--- config.mk ---
export PLATFORM = sky130hd
export DESIGN_NAME = ns_loop_top
export DESIGN_NICKNAME = d
export VERILOG_FILES = /design/src/ns_msg_pkg.sv /design/src/ns_chnl_pkg.sv /design/src/calc_redun.sv /design/src/chnl_debouncer.sv /design/src/msg_source.sv /design/src/msg_checker.sv /design/src/io_2to1.sv /design/src/msg_merge_2to1.sv /design/src/ns_loop_top.sv
export SDC_FILE = /design/constraint.sdc
export NUM_CORES = 1
export LEC_CHECK = 0
export BUFFER_PORTS_ARGS = -buffer_cell sky130_fd_sc_hd__clkbuf_2
export CELL_PAD_IN_SITES_DETAIL_PLACEMENT = 1
export CELL_PAD_IN_SITES_GLOBAL_PLACEMENT = 2
export CORE_MARGIN = 3
export CORE_UTILIZATION = 36
export CTS_BUF_LIST = sky130_fd_sc_hd__clkbuf_16
export DETAILED_ROUTE_END_ITERATION = 7
export GPL_ROUTABILITY_DRIVEN = 0
export PLACE_DENSITY_LB_ADDON = 0.12
export REMOVE_ABC_BUFFERS = 1
export SETUP_SLACK_MARGIN = 0.3
export SYNTH_ARGS = -nofsm -noshare
export SYNTH_HDL_FRONTEND = slang
export SYNTH_SLANG_ARGS = --single-unit
--- constraint.sdc ---
create_clock -name snk0_clk -period 3.4 [get_ports snk0_clk]
set_input_delay 0.68 -clock snk0_clk [delete_from_list [all_inputs] [get_ports snk0_clk]]
set_output_delay 0.68 -clock snk0_clk [all_outputs]
set_load 0.01 [all_outputs]
--- src/ns_msg_pkg.sv ---
package ns_msg_pkg;

	// Message field widths
	localparam int ASZ_DEF = 6;
	localparam int DSZ_DEF = 32;
	localparam int RSZ_DEF = 4;

	// Destination range that the generators cycle through
	localparam int MIN_ADDR_DEF = 1;
	localparam int MAX_ADDR_DEF = 3;

	// Generator source addresses
	localparam int SRC0_ID = 0;
	localparam int SRC1_ID = 1;

	// Last nibble value before a source's count wraps.
	// The checker skips the order check right after this value.
	localparam int CNT_WRAP = 15;

endpackage

--- src/ns_chnl_pkg.sv ---
package ns_chnl_pkg;

	// Debounce lengths in snk0_clk cycles
	localparam int REQ_CKS_DEF = 2;
	localparam int ACK_CKS_DEF = 2;

	// Bit positions in dbg_leds
	localparam int LED_SRC0 = 0;
	localparam int LED_SRC1 = 1;
	localparam int LED_BAD_SRC = 2;
	localparam int LED_REDUN = 3;

endpackage

--- src/calc_redun.sv ---
`timescale 1ns/100ps

module calc_redun
	import ns_msg_pkg::*;
#(
	parameter int ASZ = ASZ_DEF,
	parameter int DSZ = DSZ_DEF,
	parameter int RSZ = RSZ_DEF
) (
	input  logic [ASZ-1:0] src,
	input  logic [ASZ-1:0] dst,
	input  logic [DSZ-1:0] dat,
	output logic [RSZ-1:0] redun
);

	// Wide enough that the three-way sum never overflows
	localparam int SW = ((ASZ > DSZ) ? ASZ : DSZ) + 2;

	logic [SW-1:0] sum;

	assign sum = SW'(src) + SW'(dst) + SW'(dat);
	assign redun = sum[RSZ-1:0];

endmodule

--- src/chnl_debouncer.sv ---
`timescale 1ns/100ps

module chnl_debouncer
	import ns_chnl_pkg::*;
#(
	parameter int CKS = REQ_CKS_DEF
) (
	input  logic snk0_clk,
	input  logic rst_n,
	input  logic lvl,
	output logic ckd
);

	localparam int CW = $clog2(CKS + 1);

	logic [CW-1:0] cnt;

	always_ff @(posedge snk0_clk or negedge rst_n) begin
		if (!rst_n) begin
			cnt <= '0;
			ckd <= 1'b0;
		end else if (lvl == ckd) begin
			cnt <= '0;
		end else if (cnt == CW'(CKS - 1)) begin
			// Level held long enough, take it
			cnt <= '0;
			ckd <= lvl;
		end else begin
			cnt <= cnt + 1'b1;
		end
	end

endmodule

--- src/msg_source.sv ---
`timescale 1ns/100ps

module msg_source
	import ns_msg_pkg::*;
#(
	parameter int ASZ = ASZ_DEF,
	parameter int DSZ = DSZ_DEF,
	parameter int RSZ = RSZ_DEF,
	parameter int MIN_ADDR = MIN_ADDR_DEF,
	parameter int MAX_ADDR = MAX_ADDR_DEF,
	parameter int SRC_ID = SRC0_ID
) (
	input  logic snk0_clk,
	input  logic rst_n,
	input  logic ack_ckd,
	output logic [ASZ-1:0] src,
	output logic [ASZ-1:0] dst,
	output logic [DSZ-1:0] dat,
	output logic [RSZ-1:0] red,
	output logic req
);

	logic has_dst;
	logic has_dat;
	logic has_red;
	logic [3:0] cnt;
	logic [3:0] dat_nib;
	logic [ASZ-1:0] dst_nxt;
	logic [RSZ-1:0] redun;
	logic idle;
	logic load_dat;
	logic load_red;

	calc_redun #(
		.ASZ(ASZ),
		.DSZ(DSZ),
		.RSZ(RSZ)
	) u_calc_redun (
		.src(src),
		.dst(dst),
		.dat(dat),
		.redun(redun)
	);

	assign idle = !req && !ack_ckd;
	assign load_dat = idle && has_dst && !has_dat;
	assign load_red = idle && has_dst && has_dat && !has_red;
	assign dst_nxt = (dst >= ASZ'(MAX_ADDR)) ? ASZ'(MIN_ADDR) : dst + 1'b1;

	always_ff @(posedge snk0_clk or negedge rst_n) begin
		if (!rst_n) begin
			has_dst <= 1'b0;
			has_dat <= 1'b0;
			has_red <= 1'b0;
			req <= 1'b0;
			dst <= ASZ'(MIN_ADDR);
			cnt <= '0;
		end else if (idle) begin
			// Build the message one field per cycle
			if (!has_dst) begin
				has_dst <= 1'b1;
				dst <= dst_nxt;
			end else if (!has_dat) begin
				has_dat <= 1'b1;
				cnt <= (cnt == 4'(CNT_WRAP)) ? '0 : cnt + 1'b1;
			end else if (!has_red) begin
				has_red <= 1'b1;
			end
			if (has_red)
				req <= 1'b1;
		end else if (req && ack_ckd) begin
			has_dst <= 1'b0;
			has_dat <= 1'b0;
			has_red <= 1'b0;
			req <= 1'b0;
		end
	end

	always_ff @(posedge snk0_clk) begin
		if (load_dat)
			dat_nib <= cnt;
		if (load_red)
			red <= redun;
	end

	assign src = ASZ'(SRC_ID);
	assign dat = {{(DSZ - 4){1'b0}}, dat_nib};

endmodule

--- src/msg_checker.sv ---
`timescale 1ns/100ps

module msg_checker
	import ns_msg_pkg::*;
	import ns_chnl_pkg::*;
#(
	parameter int ASZ = ASZ_DEF,
	parameter int DSZ = DSZ_DEF,
	parameter int RSZ = RSZ_DEF
) (
	input  logic snk0_clk,
	input  logic rst_n,
	input  logic req_ckd,
	input  logic [ASZ-1:0] src,
	input  logic [ASZ-1:0] dst,
	input  logic [DSZ-1:0] dat,
	input  logic [RSZ-1:0] red,
	output logic ack,
	output logic [3:0] leds,
	output logic [3:0] disp0
);

	localparam logic [ASZ-1:0] SRC_IDS [2] = '{ASZ'(SRC0_ID), ASZ'(SRC1_ID)};

	logic has_inp;
	logic has_redun;
	logic [ASZ-1:0] in_src;
	logic [ASZ-1:0] in_dst;
	logic [DSZ-1:0] in_dat;
	logic [RSZ-1:0] in_red;
	logic [RSZ-1:0] redun_c;
	logic [RSZ-1:0] redun_r;
	logic [DSZ-1:0] last_dat [2];
	logic [1:0] err_src;
	logic err_bad;
	logic err_redun;
	logic active;

	calc_redun #(
		.ASZ(ASZ),
		.DSZ(DSZ),
		.RSZ(RSZ)
	) u_calc_redun (
		.src(in_src),
		.dst(in_dst),
		.dat(in_dat),
		.redun(redun_c)
	);

	assign active = req_ckd && !ack;

	// Latched copy of the incoming message
	always_ff @(posedge snk0_clk) begin
		if (active && !has_inp) begin
			in_src <= src;
			in_dst <= dst;
			in_dat <= dat;
			in_red <= red;
		end
		if (active && has_inp && !has_redun)
			redun_r <= redun_c;
	end

	always_ff @(posedge snk0_clk or negedge rst_n) begin
		if (!rst_n) begin
			has_inp <= 1'b0;
			has_redun <= 1'b0;
			ack <= 1'b0;
			disp0 <= '0;
			err_src <= '0;
			err_bad <= 1'b0;
			err_redun <= 1'b0;
			last_dat[0] <= DSZ'(CNT_WRAP);
			last_dat[1] <= DSZ'(CNT_WRAP);
		end else if (active) begin
			if (!has_inp) begin
				has_inp <= 1'b1;
			end else if (!has_redun) begin
				has_redun <= 1'b1;
			end else begin
				for (int s = 0; s < 2; s++) begin
					// A lit source LED stops further checks on it
					if (in_src == SRC_IDS[s] && !err_src[s]) begin
						if (in_red != redun_r) begin
							err_src[s] <= 1'b1;
							err_redun <= 1'b1;
						end else if (last_dat[s] < DSZ'(CNT_WRAP) &&
								in_dat != last_dat[s] + 1'b1) begin
							err_src[s] <= 1'b1;
						end else begin
							last_dat[s] <= in_dat;
						end
					end
				end
				if (in_src != SRC_IDS[0] && in_src != SRC_IDS[1])
					err_bad <= 1'b1;
				disp0 <= in_dat[3:0];
				has_inp <= 1'b0;
				has_redun <= 1'b0;
				ack <= 1'b1;
			end
		end else if (!req_ckd && ack) begin
			ack <= 1'b0;
		end
	end

	always_comb begin
		leds = '0;
		leds[LED_SRC0] = err_src[0];
		leds[LED_SRC1] = err_src[1];
		leds[LED_BAD_SRC] = err_bad;
		leds[LED_REDUN] = err_redun;
	end

endmodule

--- src/io_2to1.sv ---
`timescale 1ns/100ps

module io_2to1
	import ns_msg_pkg::*;
	import ns_chnl_pkg::*;
#(
	parameter int ASZ = ASZ_DEF,
	parameter int DSZ = DSZ_DEF,
	parameter int RSZ = RSZ_DEF,
	parameter int MIN_ADDR = MIN_ADDR_DEF,
	parameter int MAX_ADDR = MAX_ADDR_DEF,
	parameter int REQ_CKS = REQ_CKS_DEF,
	parameter int ACK_CKS = ACK_CKS_DEF
) (
	input  logic snk0_clk,
	input  logic rst_n,
	output logic [ASZ-1:0] o0_src,
	output logic [ASZ-1:0] o0_dst,
	output logic [DSZ-1:0] o0_dat,
	output logic [RSZ-1:0] o0_red,
	output logic o0_req,
	input  logic o0_ack,
	output logic [ASZ-1:0] o1_src,
	output logic [ASZ-1:0] o1_dst,
	output logic [DSZ-1:0] o1_dat,
	output logic [RSZ-1:0] o1_red,
	output logic o1_req,
	input  logic o1_ack,
	input  logic [ASZ-1:0] i0_src,
	input  logic [ASZ-1:0] i0_dst,
	input  logic [DSZ-1:0] i0_dat,
	input  logic [RSZ-1:0] i0_red,
	input  logic i0_req,
	output logic i0_ack,
	output logic [3:0] dbg_leds,
	output logic [3:0] dbg_disp0
);

	logic o0_ack_ckd;
	logic o1_ack_ckd;
	logic i0_req_ckd;

	chnl_debouncer #(.CKS(ACK_CKS)) u_deb_o0_ack (
		.snk0_clk(snk0_clk), .rst_n(rst_n), .lvl(o0_ack), .ckd(o0_ack_ckd)
	);
	chnl_debouncer #(.CKS(ACK_CKS)) u_deb_o1_ack (
		.snk0_clk(snk0_clk), .rst_n(rst_n), .lvl(o1_ack), .ckd(o1_ack_ckd)
	);
	chnl_debouncer #(.CKS(REQ_CKS)) u_deb_i0_req (
		.snk0_clk(snk0_clk), .rst_n(rst_n), .lvl(i0_req), .ckd(i0_req_ckd)
	);

	msg_source #(
		.ASZ(ASZ), .DSZ(DSZ), .RSZ(RSZ),
		.MIN_ADDR(MIN_ADDR), .MAX_ADDR(MAX_ADDR), .SRC_ID(SRC0_ID)
	) u_src0 (
		.snk0_clk(snk0_clk), .rst_n(rst_n), .ack_ckd(o0_ack_ckd),
		.src(o0_src), .dst(o0_dst), .dat(o0_dat), .red(o0_red), .req(o0_req)
	);

	msg_source #(
		.ASZ(ASZ), .DSZ(DSZ), .RSZ(RSZ),
		.MIN_ADDR(MIN_ADDR), .MAX_ADDR(MAX_ADDR), .SRC_ID(SRC1_ID)
	) u_src1 (
		.snk0_clk(snk0_clk), .rst_n(rst_n), .ack_ckd(o1_ack_ckd),
		.src(o1_src), .dst(o1_dst), .dat(o1_dat), .red(o1_red), .req(o1_req)
	);

	msg_checker #(.ASZ(ASZ), .DSZ(DSZ), .RSZ(RSZ)) u_chk0 (
		.snk0_clk(snk0_clk), .rst_n(rst_n), .req_ckd(i0_req_ckd),
		.src(i0_src), .dst(i0_dst), .dat(i0_dat), .red(i0_red),
		.ack(i0_ack), .leds(dbg_leds), .disp0(dbg_disp0)
	);

endmodule

--- src/msg_merge_2to1.sv ---
`timescale 1ns/100ps

module msg_merge_2to1
	import ns_msg_pkg::*;
	import ns_chnl_pkg::*;
#(
	parameter int ASZ = ASZ_DEF,
	parameter int DSZ = DSZ_DEF,
	parameter int RSZ = RSZ_DEF,
	parameter int REQ_CKS = REQ_CKS_DEF,
	parameter int ACK_CKS = ACK_CKS_DEF
) (
	input  logic snk0_clk,
	input  logic rst_n,
	input  logic [ASZ-1:0] a_src,
	input  logic [ASZ-1:0] a_dst,
	input  logic [DSZ-1:0] a_dat,
	input  logic [RSZ-1:0] a_red,
	input  logic a_req,
	output logic a_ack,
	input  logic [ASZ-1:0] b_src,
	input  logic [ASZ-1:0] b_dst,
	input  logic [DSZ-1:0] b_dat,
	input  logic [RSZ-1:0] b_red,
	input  logic b_req,
	output logic b_ack,
	output logic [ASZ-1:0] out_src,
	output logic [ASZ-1:0] out_dst,
	output logic [DSZ-1:0] out_dat,
	output logic [RSZ-1:0] out_red,
	output logic out_req,
	input  logic out_ack
);

	typedef enum logic [2:0] {
		ST_IDLE,
		ST_LOAD,
		ST_SEND,
		ST_DONE,
		ST_ACK
	} state_t;

	state_t state;
	logic a_req_ckd;
	logic b_req_ckd;
	logic out_ack_ckd;
	logic prio_b;
	logic sel_b;
	logic pick_b;
	logic grant;
	logic sel_req_ckd;

	chnl_debouncer #(.CKS(REQ_CKS)) u_deb_a_req (
		.snk0_clk(snk0_clk), .rst_n(rst_n), .lvl(a_req), .ckd(a_req_ckd)
	);
	chnl_debouncer #(.CKS(REQ_CKS)) u_deb_b_req (
		.snk0_clk(snk0_clk), .rst_n(rst_n), .lvl(b_req), .ckd(b_req_ckd)
	);
	chnl_debouncer #(.CKS(ACK_CKS)) u_deb_out_ack (
		.snk0_clk(snk0_clk), .rst_n(rst_n), .lvl(out_ack), .ckd(out_ack_ckd)
	);

	// b wins when it is alone or holds the priority
	assign pick_b = b_req_ckd && (!a_req_ckd || prio_b);
	assign grant = (state == ST_IDLE) && (a_req_ckd || b_req_ckd);
	assign sel_req_ckd = sel_b ? b_req_ckd : a_req_ckd;

	always_ff @(posedge snk0_clk) begin
		if (grant) begin
			out_src <= pick_b ? b_src : a_src;
			out_dst <= pick_b ? b_dst : a_dst;
			out_dat <= pick_b ? b_dat : a_dat;
			out_red <= pick_b ? b_red : a_red;
		end
	end

	always_ff @(posedge snk0_clk or negedge rst_n) begin
		if (!rst_n) begin
			state <= ST_IDLE;
			prio_b <= 1'b0;
			sel_b <= 1'b0;
			out_req <= 1'b0;
			a_ack <= 1'b0;
			b_ack <= 1'b0;
		end else begin
			case (state)
				ST_IDLE: begin
					if (grant) begin
						sel_b <= pick_b;
						prio_b <= !pick_b;
						state <= ST_LOAD;
					end
				end
				// Message registered last cycle, now stable
				ST_LOAD: begin
					out_req <= 1'b1;
					state <= ST_SEND;
				end
				ST_SEND: begin
					if (out_ack_ckd) begin
						out_req <= 1'b0;
						state <= ST_DONE;
					end
				end
				ST_DONE: begin
					if (!out_ack_ckd) begin
						a_ack <= !sel_b;
						b_ack <= sel_b;
						state <= ST_ACK;
					end
				end
				ST_ACK: begin
					if (!sel_req_ckd) begin
						a_ack <= 1'b0;
						b_ack <= 1'b0;
						state <= ST_IDLE;
					end
				end
				default: state <= ST_IDLE;
			endcase
		end
	end

endmodule

--- src/ns_loop_top.sv ---
`timescale 1ns/100ps

module ns_loop_top
	import ns_msg_pkg::*;
	import ns_chnl_pkg::*;
#(
	parameter int ASZ = ASZ_DEF,
	parameter int DSZ = DSZ_DEF,
	parameter int RSZ = RSZ_DEF,
	parameter int MIN_ADDR = MIN_ADDR_DEF,
	parameter int MAX_ADDR = MAX_ADDR_DEF,
	parameter int REQ_CKS = REQ_CKS_DEF,
	parameter int ACK_CKS = ACK_CKS_DEF
) (
	input  logic snk0_clk,
	input  logic rst_n,
	output logic [ASZ-1:0] x0_src,
	output logic [ASZ-1:0] x0_dst,
	output logic [DSZ-1:0] x0_dat,
	output logic [RSZ-1:0] x0_red,
	output logic x0_req,
	input  logic x0_ack,
	input  logic [ASZ-1:0] i0_src,
	input  logic [ASZ-1:0] i0_dst,
	input  logic [DSZ-1:0] i0_dat,
	input  logic [RSZ-1:0] i0_red,
	input  logic i0_req,
	output logic i0_ack,
	output logic [3:0] dbg_leds,
	output logic [3:0] dbg_disp0
);

	// Generator channels into the merge
	logic [ASZ-1:0] o0_src;
	logic [ASZ-1:0] o0_dst;
	logic [DSZ-1:0] o0_dat;
	logic [RSZ-1:0] o0_red;
	logic o0_req;
	logic o0_ack;
	logic [ASZ-1:0] o1_src;
	logic [ASZ-1:0] o1_dst;
	logic [DSZ-1:0] o1_dat;
	logic [RSZ-1:0] o1_red;
	logic o1_req;
	logic o1_ack;

	io_2to1 #(
		.ASZ(ASZ), .DSZ(DSZ), .RSZ(RSZ),
		.MIN_ADDR(MIN_ADDR), .MAX_ADDR(MAX_ADDR),
		.REQ_CKS(REQ_CKS), .ACK_CKS(ACK_CKS)
	) u_io_2to1 (
		.snk0_clk(snk0_clk), .rst_n(rst_n),
		.o0_src(o0_src), .o0_dst(o0_dst), .o0_dat(o0_dat), .o0_red(o0_red),
		.o0_req(o0_req), .o0_ack(o0_ack),
		.o1_src(o1_src), .o1_dst(o1_dst), .o1_dat(o1_dat), .o1_red(o1_red),
		.o1_req(o1_req), .o1_ack(o1_ack),
		.i0_src(i0_src), .i0_dst(i0_dst), .i0_dat(i0_dat), .i0_red(i0_red),
		.i0_req(i0_req), .i0_ack(i0_ack),
		.dbg_leds(dbg_leds), .dbg_disp0(dbg_disp0)
	);

	msg_merge_2to1 #(
		.ASZ(ASZ), .DSZ(DSZ), .RSZ(RSZ),
		.REQ_CKS(REQ_CKS), .ACK_CKS(ACK_CKS)
	) u_merge (
		.snk0_clk(snk0_clk), .rst_n(rst_n),
		.a_src(o0_src), .a_dst(o0_dst), .a_dat(o0_dat), .a_red(o0_red),
		.a_req(o0_req), .a_ack(o0_ack),
		.b_src(o1_src), .b_dst(o1_dst), .b_dat(o1_dat), .b_red(o1_red),
		.b_req(o1_req), .b_ack(o1_ack),
		.out_src(x0_src), .out_dst(x0_dst), .out_dat(x0_dat), .out_red(x0_red),
		.out_req(x0_req), .out_ack(x0_ack)
	);

endmodule

After elaboration in Yosys (flattened, before gate mapping)
Cells that the tools add are included. Widths: inputs -> output; s select.

Bits in registers: 243. Bits of input ports: 52. Output and inout port bits: 58. Logic and storage cells: 268.

Add/subtract/negate cells: 17. Magnitude comparators: 4. Equality and inequality tests: 35. Multiplexer cells: 65. Bitwise operators: 13. Reduce and logical (&&, ||, !) cells: 81.

Operators with widths (number): $add 32x1->32 const B (2); $lt 32x4->1 const B (2); $ne 32x32->1 (2); $mux 1 (38); $reduce_and 2->1 (15); $logic_and 1x1->1 (24); $mux 2 (12); $ne 2x2->1 const B (11); $reduce_and 3->1 (7); $mux 6 (3); $logic_not 1->1 (17); $add 4x4->4 (4); $mux 4 (4); $pmux 3 s5 (1); $reduce_bool 2->1 (7); $not 1->1 (13); $add 2x1->2 const B (6); $add 6x1->6 const B (2); $eq 2x1->1 const B (6); $ge 6x2->1 const B (2); $mux 3 (4); $reduce_and 6->1 (2); $reduce_and 5->1 (2); $add 4x1->4 const B (2); 16 further kinds (27).

Depth between registers and ports, before layout
Depth in word-level cells: 5. Depth in mapped cells: 11. Mapped depth without buffers: 9.

Modules after synthesis
A second synthesis with hierarchy kept.

Cells, all modules: 1053. Area, all modules: 12851.1 µm².

By module, submodules not included: msg_checker (instances 1, cells each 628, area an instance 6981.7 µm², seq. area each 3448.3 µm²); msg_merge_2to1 (instances 1, cells each 140, area an instance 2396.0 µm², seq. area each 1641.6 µm²); msg_source at u_io_2to1.u_src1 (instances 1, cells each 99, area an instance 1138.6 µm², seq. area each 591.8 µm²); msg_source at u_io_2to1.u_src0 (instances 1, cells each 99, area an instance 1137.3 µm², seq. area each 591.8 µm²); chnl_debouncer (instances 6, cells each 8, area an instance 123.9 µm², seq. area each 75.1 µm²); calc_redun (instances 3, cells each 13, area an instance 151.4 µm², seq. area each 0.0 µm²).

Least setup slack after synthesis
Ideal clock, no wire load.

Path kind: register to register. From: register u_io_2to1.u_chk0.last_dat[32] (netlist name). To: register u_io_2to1.u_chk0.last_dat[36] (netlist name). Library setup time: 125 ps. Data arrival time: 3295 ps. Data required time: 3275 ps. Setup slack: -20 ps. Cell stages (with the launch flop): 11. Buffers on the path: 1. Period minus slack after synthesis: 3420 ps. Path through: dfstp_2 -> ha_1 -> nand4_1 -> or4_4 -> o41ai_2 -> o2bb2ai_1 -> a21oi_1 -> a2111o_1 -> o41ai_4 -> buf_6 -> mux2_4.

Longest elaborated chain between the ends: 5. Elaborated cells between the ends (all ways): 6. Classes of those cells: 1 x add/sub; 1 x order compare; 1 x eq/ne; 1 x bitwise; 2 x reduce/logical.

Ends and longest elaborated chain: from (decl) (line msg_checker.sv:33) `logic [DSZ-1:0] last_dat [2];`; from (signal, indexed assignment) (line msg_checker.sv:91) `last_dat[s] <= in_dat;`; $add 32x1->32 (line msg_checker.sv:88) `in_dat != last_dat[s] + 1'b1) begin`; $ne 32x32->1 (line msg_checker.sv:88); $logic_and 1x1->1 (*) (line msg_checker.sv:87) `end else if (last_dat[s] < DSZ'(CNT_WRAP) &&`; $not 1->1 (no source line) (*); $reduce_and 6->1 (no source line) (*).

Every way passes the cells marked *; elsewhere a longest branch is shown, timed or not. A chain may end at the register's enable or synchronous reset.

Final worst setup path
From: register u_io_2to1.u_chk0.last_dat[32] (netlist name). To: register u_io_2to1.u_chk0.last_dat[42] (netlist name).

Same word-level chain as after synthesis.

==> results.ini <==
[run_status]
status = complete, no violations

[placement]
dpl.hpwl_mm = 21.8
pre_cts_slack_ns = -0.445
dp_cells = 1470
postPlaceCellArea_sq_um = 12300
portBuffers = 74

[synth]
netlist.area_leader.share = 0.269
synth.yosys.warnings = 0
synth-async-reset-ratio = 0.614
synth_most_common_cell = dfrtp_1
ys_ff_latch = 210
syn_area_sq_um = 11100
synthTopCellsByCount = 119 x dfrtp_1, 81 x edfxtp_1, 74 x nand2_1, 60 x xnor2_1, 46 x inv_1
ys_seq_area_frac = 0.512
synth_edf_count = 81
yosysTopAreaCell = dfrtp_1
ys_top_cells_by_area = dfrtp_1 27%, edfxtp_1 22%, xnor2_1 4.7%
syn_inst = 975
syn_avg_cell_area_sq_um = 11.4
ys_types = 70
synth_flop_cell = dfrtp_1

[floorplan]
dieArea_sq_um = 32900
dieHeight_um = 181
die_x_um = 181
initial_utilization = 0.370
core_area_sq_um = 30000
pin_count = 110
rows = 63

[setup_path]
reg2reg_depth = 12
startpoint_type = flop
crit_cells = 12
cp.arrival_ns = 3.77
crit_fanout = 14
crit_family = simple AND/OR/NAND/NOR gates
crit_type = flop to flop
critPathBufInv = 3
crit_path_end_kind = flop
slowest_stage = dfstp_2
crit_required_ns = 3.81
path_cells = ha_4 > nand4_1 > buf_6 > or4_4 > or4_4 > o211ai_1 > and4_1 > nand4_1 > o41ai_4 > buf_4 > buf_12 > mux2_4
cp_slowest_stage_delay_ns = 0.56

[sta]
fin_crit_ns = 3.36
final.setup_skew_ns = 0.0104
setup_slack_ns = 0.0401
slew_viol_final = 0
finalSetupViolations = 0
hold_viol = 0
fin_tns_setup_ns = 0
relSlewSlack = 0.434
worst_slew_pin_slew_ns = 0.843
fmax_ghz = 0.298
hold_ws_ns = 0.148
fin_crit_sh = 0.988
rsz0062_at_grt = true

[power_and_ir_drop]
total_power_mw = 8.43
irDropWorstVdd_uv = 410
p_per_area_nw_per_um2 = 616
leakagePower_nw = 6.02

[global_route]
antenna_found_initial = 0
grt_pass1_vias = 8388
grt-ovfl-total = 0
track_usage = 0.181
grt_start_max_net_pins = 67
grt_pass1_wl_mm = 47.7

[job]
drv_cap = 0

[routing]
drt_iter0_drc = 419
wl_mm = 30.5
vias_per_cell = 5.17
ant_nets = 0
drc_errors = 0
avgRoutedWirePerCell_um = 19.8
first_pass_iters = 5
vias = 7955

[cells_and_area]
nNetsFinal = 1203
stdcell_area_sq_um = 13700
antenna-diode-count = 0
final_core_util = 0.457
areaGrowthSynthToFinish_pct = 23.7
post_layout_nonfiller_instances = 1538
drive_gt1_frac = 0.283

[cts]
cts_tree = done
h-tree-depth = 1
cts.sinks = 210
cts_inserted_buffers = 26
clk_latency_ns = 0.53
clockBufferDepth = 3
root_buffer = clkbuf_16
path_clk_slew_ns = 0.06

[worst_hold_path]
hold_class = primary input to asynchronous set/reset pin

-- cell families after synthesis --
group,synth area share
AO/OA/AOI/OAI,0.0862
flip-flops,0.512
buffers and inverters,0.0575
AND/OR/NAND/NOR,0.144
multiplexers,0.0924
XOR/XNOR,0.0759
adder cells (fa/ha/maj),0.0310
other,0.000339
-- where the power goes --
part           switching [mW]  leakage, nW  internal (mW)
combinational            1.12         3.16          0.834
clock                    1.08        0.447           1.65
sequential              0.485         2.41           3.27
total                    2.68         6.02           5.75
-- state kept, by name, summed over array words and instances, names as in the netlist, 4 cells and up, named ones only --
signal and flops:
u_io_2to1.u_chk0.disp0 4, u_io_2to1.u_chk0.redun_r 4, u_io_2to1.u_src0.red 4, u_io_2to1.u_src1.cnt 4, u_io_2to1.u_chk0.in_src 6, u_io_2to1.u_chk0.last_dat 64
u_merge.out_dat 4, u_io_2to1.u_src1.dst 6, u_io_2to1.u_src0.cnt 4, u_merge.out_dst 6, u_io_2to1.u_chk0.in_dat 32, u_io_2to1.u_chk0.in_dst 4
u_io_2to1.u_src0.dat_nib 4, u_io_2to1.u_src0.dst 6, u_merge.out_red 4, u_io_2to1.u_src1.red 4, u_io_2to1.u_chk0.in_red 4, u_io_2to1.u_src1.dat_nib 4
-- cell type report --
| class | instances | area [sq um] |
|---|---|---|
| Clock buffer | 27 | 676 |
| Clock inverter | 21 | 163 |
| Fill cell | 3234 | 16300 |
| Inverter | 46 | 173 |
| Multi-Input combinational cell | 675 | 5210 |
| Sequential cell | 210 | 5680 |
| Tap cell | 390 | 488 |
| Timing Repair Buffer | 169 | 1310 |
-- path summary, 6_finish.rpt --
kind / startpoint / end / slack (ns)
setup / recovery: u_io_2to1.u_chk0.last_dat[32]$_DFFE_PN1P_ / u_io_2to1.u_chk0.last_dat[42]$_DFFE_PN0P_ / 0.04
hold / removal: rst_n / u_io_2to1.u_src0.dst[4]$_DFFE_PN0P_ / 0.15
setup reg to reg: u_io_2to1.u_chk0.last_dat[32]$_DFFE_PN1P_ / u_io_2to1.u_chk0.last_dat[42]$_DFFE_PN0P_ / 0.04
hold reg to reg: u_merge.u_deb_out_ack.cnt[0]$_DFF_PN0_ / u_merge.u_deb_out_ack.cnt[0]$_DFF_PN0_ / 0.43
max in group asynchronous: rst_n / u_io_2to1.u_chk0.last_dat[1]$_DFFE_PN1P_ / 2.49
min in group snk0_clk: i0_dat[10] / u_io_2to1.u_chk0.in_dat[10]$_DFFE_PP_ / 0.32
-- what timing repair did --
item,in CTS,in global routing
hold buffers,0,0
endpoints found under the setup margin,64,65
pin swaps,9,11
cloned,3,1
gates resized for setup,20,69
buffers inserted,9,7
-- cell usage in the layout (no fill, tap or decap), types with 11 or more instances in the layout --
master and count:
conb_1 33, dfrtp_1 112, o21ai_0 33, edfxtp_1 81
nor4_1 27, clkbuf_16 28, nand2_1 74, and2_1 14
inv_1 55, xor2_1 36, mux2_2 11, nand3_1 21
nor3_1 23, clkbuf_2 73, mux2_4 61, a21oi_1 26
nor2_1 43, buf_4 75, a31oi_1 12, xnor2_1 59
ha_1 15, nand4_1 37
-- worst register-to-register path, stage by stage, from the launching register on --
cell      delay, ns
dfstp_2        0.56
ha_4           0.14
nand4_1        0.08
buf_6          0.15
or4_4          0.45
or4_4          0.42
o211ai_1       0.10
and4_1         0.22
nand4_1        0.16
o41ai_4        0.30
buf_4          0.18
buf_12         0.16
mux2_4         0.32
-- metal layers --
layer,global-route usage,vias up,share of wire
met4,0.0411,0,0.022
li1,-,3794,-
met1,0.264,3970,0.48
met2,0.287,142,0.45
met3,0.0276,49,0.040
met5,0,-,0
Power figures use the tool's default switching activity.
